--- src/verilog/rename_pkg.sv ---
// Opcode and memory action types shared by the rename stage, instruction queue and top level

package rename_pkg;

	// ========================================
	// ALU opcodes carried with each instruction
	// ========================================
	typedef enum logic [3:0] {
		ALU_ADD      = 4'h0,
		ALU_SUB      = 4'h1,
		ALU_AND      = 4'h2,
		ALU_OR       = 4'h3,
		ALU_XOR      = 4'h4,
		ALU_SLT      = 4'h5,
		ALU_SLL      = 4'h6,
		ALU_SRL      = 4'h7,
		ALU_PASS_IMM = 4'h8  // Result is the immediate itself
	} alu_op_e;

	// ========================================
	// Memory access kind
	// ========================================
	typedef enum logic [1:0] {
		MEM_NONE  = 2'b00,
		MEM_READ  = 2'b01,
		MEM_WRITE = 2'b10
	} mem_action_e;

	// Immediate width of the payload
	localparam int IMM_WIDTH = 32;

endpackage

--- src/verilog/free_list.sv ---
// Circular FIFO of free physical register tags with allocate and release

`timescale 1ns/1ps

module free_list #(
	parameter int NUM_ARCH_REGS = 32,
	parameter int NUM_PHYS_REGS = 64
) (
	input  logic                             clk,
	input  logic                             rst_n,
	input  logic                             alloc,
	output logic [$clog2(NUM_PHYS_REGS)-1:0] alloc_tag,
	input  logic                             release_en,
	input  logic [$clog2(NUM_PHYS_REGS)-1:0] release_tag,
	output logic                             empty
);

	localparam int TAG_W = $clog2(NUM_PHYS_REGS);
	localparam int DEPTH = NUM_PHYS_REGS - NUM_ARCH_REGS;
	localparam int PTR_W = (DEPTH > 1) ? $clog2(DEPTH) : 1;
	localparam int CNT_W = $clog2(DEPTH + 1);

	logic [TAG_W-1:0] tags [DEPTH];
	logic [PTR_W-1:0] head;
	logic [PTR_W-1:0] tail;
	logic [CNT_W-1:0] count;

	logic do_alloc;
	logic do_release;

	// Pop only from a non-empty list; push only if there is room or a pop frees a slot
	assign do_alloc   = alloc && (count != '0);
	assign do_release = release_en && ((count != CNT_W'(DEPTH)) || do_alloc);

	assign alloc_tag = tags[head];
	assign empty     = (count == '0);

	// ========================================
	// Pointers, count and tag storage
	// ========================================
	always_ff @(posedge clk or negedge rst_n) begin
		if (!rst_n) begin
			head  <= '0;
			tail  <= '0;   // List starts full, so tail has wrapped to head
			count <= CNT_W'(DEPTH);
			for (int i = 0; i < DEPTH; i++) begin
				tags[i] <= TAG_W'(NUM_ARCH_REGS + i);
			end
		end else begin
			if (do_alloc) begin
				head <= (head == PTR_W'(DEPTH - 1)) ? '0 : head + 1'b1;
			end
			if (do_release) begin
				tags[tail] <= release_tag;
				tail       <= (tail == PTR_W'(DEPTH - 1)) ? '0 : tail + 1'b1;
			end
			case ({do_alloc, do_release})
				2'b10:   count <= count - 1'b1;
				2'b01:   count <= count + 1'b1;
				default: count <= count;  // Both or neither
			endcase
		end
	end

endmodule

--- src/verilog/instr_queue.sv ---
// Circular FIFO of renamed instructions; pop retires the entry and frees its old tag

`timescale 1ns/1ps

module instr_queue import rename_pkg::*; #(
	parameter int NUM_PHYS_REGS    = 64,
	parameter int INSTR_QUEUE_SIZE = 16
) (
	input  logic                             clk,
	input  logic                             rst_n,
	input  logic                             push,
	input  alu_op_e                          ent_alu_op,
	input  mem_action_e                      ent_mem_action,
	input  logic [IMM_WIDTH-1:0]             ent_immediate,
	input  logic [$clog2(NUM_PHYS_REGS)-1:0] ent_rs_phys,
	input  logic [$clog2(NUM_PHYS_REGS)-1:0] ent_rt_phys,
	input  logic [$clog2(NUM_PHYS_REGS)-1:0] ent_rd_phys,
	input  logic [$clog2(NUM_PHYS_REGS)-1:0] ent_old_rd_phys,
	input  logic                             ent_has_rd,
	output logic                             full,
	output logic                             iq_valid,
	input  logic                             iq_ready,
	output alu_op_e                          iq_alu_op,
	output mem_action_e                      iq_mem_action,
	output logic [IMM_WIDTH-1:0]             iq_immediate,
	output logic [$clog2(NUM_PHYS_REGS)-1:0] iq_rs_phys,
	output logic [$clog2(NUM_PHYS_REGS)-1:0] iq_rt_phys,
	output logic [$clog2(NUM_PHYS_REGS)-1:0] iq_rd_phys,
	output logic [$clog2(NUM_PHYS_REGS)-1:0] iq_old_rd_phys,
	output logic                             iq_has_rd,
	output logic                             release_en,
	output logic [$clog2(NUM_PHYS_REGS)-1:0] release_tag
);

	localparam int TAG_W = $clog2(NUM_PHYS_REGS);
	localparam int PTR_W = (INSTR_QUEUE_SIZE > 1) ? $clog2(INSTR_QUEUE_SIZE) : 1;
	localparam int CNT_W = $clog2(INSTR_QUEUE_SIZE + 1);

	// Entry storage, one array per field
	alu_op_e              q_alu_op      [INSTR_QUEUE_SIZE];
	mem_action_e          q_mem_action  [INSTR_QUEUE_SIZE];
	logic [IMM_WIDTH-1:0] q_immediate   [INSTR_QUEUE_SIZE];
	logic [TAG_W-1:0]     q_rs_phys     [INSTR_QUEUE_SIZE];
	logic [TAG_W-1:0]     q_rt_phys     [INSTR_QUEUE_SIZE];
	logic [TAG_W-1:0]     q_rd_phys     [INSTR_QUEUE_SIZE];
	logic [TAG_W-1:0]     q_old_rd_phys [INSTR_QUEUE_SIZE];
	logic                 q_has_rd      [INSTR_QUEUE_SIZE];

	logic [PTR_W-1:0] head;
	logic [PTR_W-1:0] tail;
	logic [CNT_W-1:0] count;
	logic             do_push;
	logic             do_pop;

	assign full     = (count == CNT_W'(INSTR_QUEUE_SIZE));
	assign iq_valid = (count != '0);
	assign do_push  = push && !full;
	assign do_pop   = iq_valid && iq_ready;

	assign iq_alu_op      = q_alu_op[head];
	assign iq_mem_action  = q_mem_action[head];
	assign iq_immediate   = q_immediate[head];
	assign iq_rs_phys     = q_rs_phys[head];
	assign iq_rt_phys     = q_rt_phys[head];
	assign iq_rd_phys     = q_rd_phys[head];
	assign iq_old_rd_phys = q_old_rd_phys[head];
	assign iq_has_rd      = q_has_rd[head];

	// Retirement returns the displaced mapping to the free list
	assign release_en  = do_pop && q_has_rd[head];
	assign release_tag = q_old_rd_phys[head];

	// ========================================
	// Entry write
	// ========================================
	always_ff @(posedge clk) begin
		if (do_push) begin
			q_alu_op[tail]      <= ent_alu_op;
			q_mem_action[tail]  <= ent_mem_action;
			q_immediate[tail]   <= ent_immediate;
			q_rs_phys[tail]     <= ent_rs_phys;
			q_rt_phys[tail]     <= ent_rt_phys;
			q_rd_phys[tail]     <= ent_rd_phys;
			q_old_rd_phys[tail] <= ent_old_rd_phys;
			q_has_rd[tail]      <= ent_has_rd;
		end
	end

	always_ff @(posedge clk or negedge rst_n) begin
		if (!rst_n) begin
			head  <= '0;
			tail  <= '0;
			count <= '0;
		end else begin
			if (do_push)
				tail <= (tail == PTR_W'(INSTR_QUEUE_SIZE - 1)) ? '0 : tail + 1'b1;
			if (do_pop)
				head <= (head == PTR_W'(INSTR_QUEUE_SIZE - 1)) ? '0 : head + 1'b1;
			case ({do_push, do_pop})
				2'b10:   count <= count + 1'b1;
				2'b01:   count <= count - 1'b1;
				default: count <= count;
			endcase
		end
	end

endmodule

--- src/verilog/rename_map.sv ---
// Rename map table with two source read ports, old destination read and one write port

`timescale 1ns/1ps

module rename_map #(
	parameter int NUM_ARCH_REGS = 32,
	parameter int NUM_PHYS_REGS = 64
) (
	input  logic                             clk,
	input  logic                             rst_n,
	input  logic [$clog2(NUM_ARCH_REGS)-1:0] rs_addr,
	input  logic [$clog2(NUM_ARCH_REGS)-1:0] rt_addr,
	input  logic [$clog2(NUM_ARCH_REGS)-1:0] rw_addr,
	output logic [$clog2(NUM_PHYS_REGS)-1:0] rs_tag,
	output logic [$clog2(NUM_PHYS_REGS)-1:0] rt_tag,
	output logic [$clog2(NUM_PHYS_REGS)-1:0] old_tag,
	input  logic                             map_we,
	input  logic [$clog2(NUM_ARCH_REGS)-1:0] map_waddr,
	input  logic [$clog2(NUM_PHYS_REGS)-1:0] map_wtag
);

	localparam int ARCH_W = $clog2(NUM_ARCH_REGS);
	localparam int TAG_W  = $clog2(NUM_PHYS_REGS);

	logic [TAG_W-1:0] map [NUM_ARCH_REGS];

	// Combinational lookups, same cycle as the request
	assign rs_tag  = map[rs_addr];
	assign rt_tag  = map[rt_addr];
	assign old_tag = map[rw_addr];

	// ========================================
	// Map update
	// ========================================
	always_ff @(posedge clk or negedge rst_n) begin
		if (!rst_n) begin
			for (int i = 0; i < NUM_ARCH_REGS; i++) begin
				map[i] <= TAG_W'(i);  // Identity mapping
			end
		end else if (map_we && (map_waddr != ARCH_W'(0))) begin
			// Register 0 stays on physical 0
			map[map_waddr] <= map_wtag;
		end
	end

endmodule

--- src/verilog/rename_stage.sv ---
// Rename decision logic: accept and stall, destination allocation, map update and entry assembly

`timescale 1ns/1ps

module rename_stage import rename_pkg::*; #(
	parameter int NUM_ARCH_REGS = 32,
	parameter int NUM_PHYS_REGS = 64
) (
	// Decoder side
	input  logic                             dec_valid,
	output logic                             dec_ready,
	input  alu_op_e                          dec_alu_op,
	input  mem_action_e                      dec_mem_action,
	input  logic [IMM_WIDTH-1:0]             dec_immediate,
	input  logic                             uses_rs,
	input  logic                             uses_rt,
	input  logic                             uses_rw,
	input  logic [$clog2(NUM_ARCH_REGS)-1:0] rw_addr,
	// Rename map
	input  logic [$clog2(NUM_PHYS_REGS)-1:0] rs_tag,
	input  logic [$clog2(NUM_PHYS_REGS)-1:0] rt_tag,
	input  logic [$clog2(NUM_PHYS_REGS)-1:0] old_tag,
	output logic                             map_we,
	output logic [$clog2(NUM_ARCH_REGS)-1:0] map_waddr,
	output logic [$clog2(NUM_PHYS_REGS)-1:0] map_wtag,
	// Free list
	input  logic                             empty,
	output logic                             alloc,
	input  logic [$clog2(NUM_PHYS_REGS)-1:0] alloc_tag,
	// Instruction queue
	input  logic                             full,
	output logic                             push,
	output alu_op_e                          ent_alu_op,
	output mem_action_e                      ent_mem_action,
	output logic [IMM_WIDTH-1:0]             ent_immediate,
	output logic [$clog2(NUM_PHYS_REGS)-1:0] ent_rs_phys,
	output logic [$clog2(NUM_PHYS_REGS)-1:0] ent_rt_phys,
	output logic [$clog2(NUM_PHYS_REGS)-1:0] ent_rd_phys,
	output logic [$clog2(NUM_PHYS_REGS)-1:0] ent_old_rd_phys,
	output logic                             ent_has_rd
);

	logic needs_alloc;
	logic accept;

	// Writes to register 0 are dropped, no tag taken
	assign needs_alloc = uses_rw && (rw_addr != '0);

	assign dec_ready = !full && (!needs_alloc || !empty);
	assign accept    = dec_valid && dec_ready;

	// ========================================
	// Allocation and map update
	// ========================================
	assign alloc     = accept && needs_alloc;
	assign map_we    = alloc;
	assign map_waddr = rw_addr;
	assign map_wtag  = alloc_tag;

	// Queue entry
	assign push            = accept;
	assign ent_alu_op      = dec_alu_op;
	assign ent_mem_action  = dec_mem_action;
	assign ent_immediate   = dec_immediate;
	assign ent_rs_phys     = uses_rs ? rs_tag : '0;     // Unused source reads as tag 0
	assign ent_rt_phys     = uses_rt ? rt_tag : '0;
	assign ent_rd_phys     = needs_alloc ? alloc_tag : '0;
	assign ent_old_rd_phys = needs_alloc ? old_tag : '0;  // Freed when this entry retires
	assign ent_has_rd      = needs_alloc;

endmodule

--- src/verilog/rename_unit.sv ---
// Register rename unit top level: rename stage, map table, free list and instruction queue

`timescale 1ns/1ps

module rename_unit import rename_pkg::*; #(
	parameter int NUM_ARCH_REGS    = 32,
	parameter int NUM_PHYS_REGS    = 64,
	parameter int INSTR_QUEUE_SIZE = 16
) (
	input  logic                             clk,
	input  logic                             rst_n,
	// Decoder
	input  logic                             dec_valid,
	output logic                             dec_ready,
	input  alu_op_e                          dec_alu_op,
	input  mem_action_e                      dec_mem_action,
	input  logic [IMM_WIDTH-1:0]             dec_immediate,
	input  logic                             uses_rs,
	input  logic [$clog2(NUM_ARCH_REGS)-1:0] rs_addr,
	input  logic                             uses_rt,
	input  logic [$clog2(NUM_ARCH_REGS)-1:0] rt_addr,
	input  logic                             uses_rw,
	input  logic [$clog2(NUM_ARCH_REGS)-1:0] rw_addr,
	// Renamed output
	output logic                             iq_valid,
	input  logic                             iq_ready,
	output alu_op_e                          iq_alu_op,
	output mem_action_e                      iq_mem_action,
	output logic [IMM_WIDTH-1:0]             iq_immediate,
	output logic [$clog2(NUM_PHYS_REGS)-1:0] iq_rs_phys,
	output logic [$clog2(NUM_PHYS_REGS)-1:0] iq_rt_phys,
	output logic [$clog2(NUM_PHYS_REGS)-1:0] iq_rd_phys,
	output logic [$clog2(NUM_PHYS_REGS)-1:0] iq_old_rd_phys,
	output logic                             iq_has_rd
);

	localparam int ARCH_W = $clog2(NUM_ARCH_REGS);
	localparam int TAG_W  = $clog2(NUM_PHYS_REGS);

	// Map table
	logic [TAG_W-1:0]  rs_tag, rt_tag, old_tag;
	logic              map_we;
	logic [ARCH_W-1:0] map_waddr;
	logic [TAG_W-1:0]  map_wtag;
	// Free list
	logic              alloc, empty, release_en;
	logic [TAG_W-1:0]  alloc_tag, release_tag;
	// Queue entry
	logic              full, push, ent_has_rd;
	alu_op_e           ent_alu_op;
	mem_action_e       ent_mem_action;
	logic [IMM_WIDTH-1:0] ent_immediate;
	logic [TAG_W-1:0]  ent_rs_phys, ent_rt_phys, ent_rd_phys, ent_old_rd_phys;

	rename_stage #(.NUM_ARCH_REGS(NUM_ARCH_REGS), .NUM_PHYS_REGS(NUM_PHYS_REGS)) u_stage (
		.dec_valid, .dec_ready, .dec_alu_op, .dec_mem_action, .dec_immediate,
		.uses_rs, .uses_rt, .uses_rw, .rw_addr,
		.rs_tag, .rt_tag, .old_tag, .map_we, .map_waddr, .map_wtag,
		.empty, .alloc, .alloc_tag,
		.full, .push, .ent_alu_op, .ent_mem_action, .ent_immediate,
		.ent_rs_phys, .ent_rt_phys, .ent_rd_phys, .ent_old_rd_phys, .ent_has_rd
	);

	rename_map #(.NUM_ARCH_REGS(NUM_ARCH_REGS), .NUM_PHYS_REGS(NUM_PHYS_REGS)) u_map (
		.clk, .rst_n, .rs_addr, .rt_addr, .rw_addr,
		.rs_tag, .rt_tag, .old_tag, .map_we, .map_waddr, .map_wtag
	);

	free_list #(.NUM_ARCH_REGS(NUM_ARCH_REGS), .NUM_PHYS_REGS(NUM_PHYS_REGS)) u_free (
		.clk, .rst_n, .alloc, .alloc_tag, .release_en, .release_tag, .empty
	);

	// Queue head is the retirement point
	instr_queue #(.NUM_PHYS_REGS(NUM_PHYS_REGS), .INSTR_QUEUE_SIZE(INSTR_QUEUE_SIZE)) u_iq (
		.clk, .rst_n, .push, .ent_alu_op, .ent_mem_action, .ent_immediate,
		.ent_rs_phys, .ent_rt_phys, .ent_rd_phys, .ent_old_rd_phys, .ent_has_rd,
		.full, .iq_valid, .iq_ready, .iq_alu_op, .iq_mem_action, .iq_immediate,
		.iq_rs_phys, .iq_rt_phys, .iq_rd_phys, .iq_old_rd_phys, .iq_has_rd,
		.release_en, .release_tag
	);

endmodule
--- config.mk ---
export PLATFORM = sky130hd
export DESIGN_NAME = rename_unit
export DESIGN_NICKNAME = d
export VERILOG_FILES = /design/src/verilog/rename_pkg.sv /design/src/verilog/free_list.sv /design/src/verilog/instr_queue.sv /design/src/verilog/rename_map.sv /design/src/verilog/rename_stage.sv /design/src/verilog/rename_unit.sv
export SDC_FILE = /design/constraint.sdc
export NUM_CORES = 2
export LEC_CHECK = 0
export ABC_AREA = 1
export BUFFER_PORTS_ARGS = -buffer_cell sky130_fd_sc_hd__buf_2
export CORE_ASPECT_RATIO = 1.4
export CORE_MARGIN = 2
export CORE_UTILIZATION = 30
export CTS_CLUSTER_SIZE = 20
export DETAILED_ROUTE_END_ITERATION = 7
export GPL_ROUTABILITY_DRIVEN = 0
export PLACE_DENSITY = 0.47
export REMOVE_ABC_BUFFERS = 1
export SLEW_MARGIN = 5
export SYNTH_ARGS = -nofsm -noshare
export SYNTH_HDL_FRONTEND = slang
export SYNTH_SLANG_ARGS = --single-unit
--- constraint.sdc ---
create_clock -name clk -period 9.5 [get_ports clk]
set_clock_uncertainty 0.1 [all_clocks]
set_input_delay 0.475 -clock clk [delete_from_list [all_inputs] [get_ports clk]]
set_output_delay 0.475 -clock clk [all_outputs]
set_load 0.05 [all_outputs]
==> results.md <==
- Status: complete, no violations
- RSZ-0062 raised after global routing: false
- Synth top area cells: edfxtp_1 48%, nand2_1 8.9%, dfrtp_1 8.7%
- Met2 Use GR: between 30% and 40%
- DIE WIDTH: 392 µm
- Setup TNS: 0 ps
- Initial core utilization: 30.1%
- Nets: 6,218
- Global route total overflow: 0
- Arrival time at the worst endpoint: 5210 ps
- DRT Pass-1 Iters: 5
- CTS max path bufs: 3
- Peak supply drop: 0.300 mV
- Clock transition at path regs: 60 ps
- I/O pins: 125
- Area of the core: about 210,000 µm²
- Adder-Cell Fraction of Synth Area: 0.479%
- WS Path Type: reg -> out
- Highest-count cells in the layout ignoring fill and taps: 1,503 x nand2_1, 1,008 x edfxtp_1, 729 x o21ai_0
- Share of cells above drive strength 1: a little under an eighth
- Seq/Total Area, Yosys: 64.6%
- Number of CTS-inserted buffers: about 150
- Routed Antenna Nets: 0
- Routed vias: 47,200
- Largest net degree at the start of global routing: 201
- Crit path time final: 5780 ps
- Most Used Layer, Global Route: met2
- Vias per Instance: 5.21
- Most common cell after layout, fill and taps aside: nand2_1
- Setup-failing EPs final: 0
- Crit. End Element: output pin
- Worst-Skew Late Latency: just over 800 ps
- CP max-delay cell: buf_4
- Yosys warnings: 0
- Htree depth: 4
- Hold Slack: 157 ps
- Post-synthesis mux area share: 0%
- Max_slew headroom: 15.3%
- Die span in y: 547 µm
- CTS tree: built
- CP dominant cell by count: nand2_1
- Worst slew pin tran: 1270 ps
- Max-slew violations: 0
- HPWL after DPL: roughly 110 mm
- Kind of start point of the critical path: register
- Num rows: 199
- DRT iter0 DRCs: 3,693
- All-Layer GR Usage: 18.6%
- Synth Area in Compound Gates: a little under an eighth
- Mapped Cells: 6,200
- Period utilisation layout: 60.9%
- Required time worst endpoint: 8930 ps
- Fmax: 173 MHz
- Drt wl/cell: 22.4 µm
- Post-synth top area cell: edfxtp_1
- Root Driver: clkbuf_16
- CTS sink cnt: 1,421
- Mean post-synth cell area: 10.2 µm²
- Port bufs: roughly 120
- Worst path max stage delay: 870 ps
- Largest family of logic cells by synthesized area: simple AND/OR/NAND/NOR gates
- Synthesized area: 63,200 µm²
- # DRC: 0
- Max-Cap Viols: 0
- Vias in the first global route: 46,371
- Yosys reg bits: 1,421
- Routing usage on met3: 2.56%
- Initial antenna violation count: 14
- PwrDens: 329 nW/µm²
- Crit path cell chain: inv_8 -> buf_4 -> nand2_1 -> nand2_1 -> nand2_1 -> nand2_1 -> inv_1 -> nand2_8 -> buf_4 -> buf_2
- Routed WL: 203 mm
- Synth Area in Simple Gates: approximately a fifth
- First-pass GRT wire length: 304 mm
- GR Util met1: 24.4%
- Worst-path maximum fanout: 107
- Unique masters post-synth: 40
- Area grow syn2layout: 13.2%
- Post-CTS Setup Bufs: 0
- Yosys top cell area share: 47.9%
- Final Hold Fails: 0
- Hold Crit Class: in -> async
- Synth Area in XOR/XNOR: 0.139%
- Pleak: 0.0260 µW
- Die area: between 200,000 and 250,000 µm²
- Fillers: roughly 21,000
critical path, delay by kind of cell (launching register included):
family        cells  cell delay (ps)
flops             1              710
simple gates      5              900
buf+inv           5             2610
final cells by class:
type                       count  area (µm²)  share of cell area [%]
clock inverter                69         917                    1.28
inverter                      84         335                   0.469
tap                         2814        3520                    4.92
timing repair buffer         258        1780                    2.49
antenna                        3        7.51                  0.0105
sequential                  1421       40900                    57.1
clock buffer                 194        3920                    5.47
multi-input combinational   4223       20200                    28.3
power by group:
group | switching [µW] | internal (µW)
clock network | 2600 | 3230
logic | 7080 | 2070
registers | 706 | 7840
synthesized netlist by cell type:
cell type / number
a21o_1: 1
a21oi_1: 107
a21oi_4: 1
a22oi_1: 96
a31oi_1: 2
buf_1: 21
buf_2: 132
buf_4: 26
buf_6: 2
clkbuf_1: 287
clkbuf_2: 4
clkinv_1: 3
dfrtp_1: 220
dfstp_2: 193
edfxtp_1: 1008
fa_1: 2
ha_1: 21
inv_1: 70
inv_2: 11
nand2_1: 1504
nand2_2: 7
nand2_4: 1
nand3_1: 416
nand3b_1: 1
nand4_1: 197
nand4_2: 31
nor2_1: 742
nor2_2: 7
nor3_1: 4
o211ai_1: 23
o21a_1: 1
o21ai_0: 729
o21ai_1: 44
o21ai_2: 6
o221ai_1: 90
o22ai_1: 150
o31ai_1: 28
or2_2: 2
xnor2_1: 4
xor2_1: 6
timing repair:
item	4_1_cts	5_1_grt
hold endpoints to repair	649	0
resized for setup	0	0
hold buffers	39	0
kinds of logic after synthesis:
kind of cell	after synthesis
AOI/OAI and AO/OA	1278
xor gates and xnor gates	10
adders and majority gates	23
buffers and inverters	556
DFF	1421
and+or+nand+nor	2912
sequential cells by signal (all words and copies together), names as in the netlist:
signal	flops
u_free.count	6
u_iq.q_rs_phys	96
u_map.map	192
u_free.tail	5
u_iq.q_immediate	512
u_iq.head	4
u_iq.q_rt_phys	96
u_iq.q_old_rd_phys	96
u_iq.tail	4
u_free.head	5
u_iq.count	5
u_iq.q_mem_action	32
u_iq.q_rd_phys	96
u_iq.q_has_rd	16
u_free.tags	192
u_iq.q_alu_op	64
routing by layer:
metal	vias to the layer above	wire (µm)
li1	21811	-
met1	23660	86900
met2	1396	100000
met3	321	9830
met4	12	5860
met5	-	71
path summary, 6_finish.rpt:
path,start,end,slack [ps],depth (start not counted)
worst max register to register,u_iq.head[1],u_free.count[5],4250,21
worst min register to register,u_map.map[186],u_map.map[186],310,0
max in group asynchronous,rst_n,u_map.map[147],6860,4
worst min-delay path,rst_n,u_free.tags[109],160,2
min in group clk,uses_rt,u_iq.q_rt_phys[7][1],260,3
worst max-delay path,u_iq.head[1],iq_has_rd,3720,10
metrics by stage:
step	cells	utilization, %	power [µW]	cell area (µm²)	setup slack, ps
floorplan	5728	-	14300	61200	-11610
global placement	8760	31.6	17800	66300	3980
detailed placement	8760	31.6	17900	66300	4140
CTS	9062	34.1	23800	71500	3620
global route	9064	34.1	24800	71500	3470
finish	9066	34.1	23500	71500	3720
No activity file was read; power rests on OpenSTA's default activity.
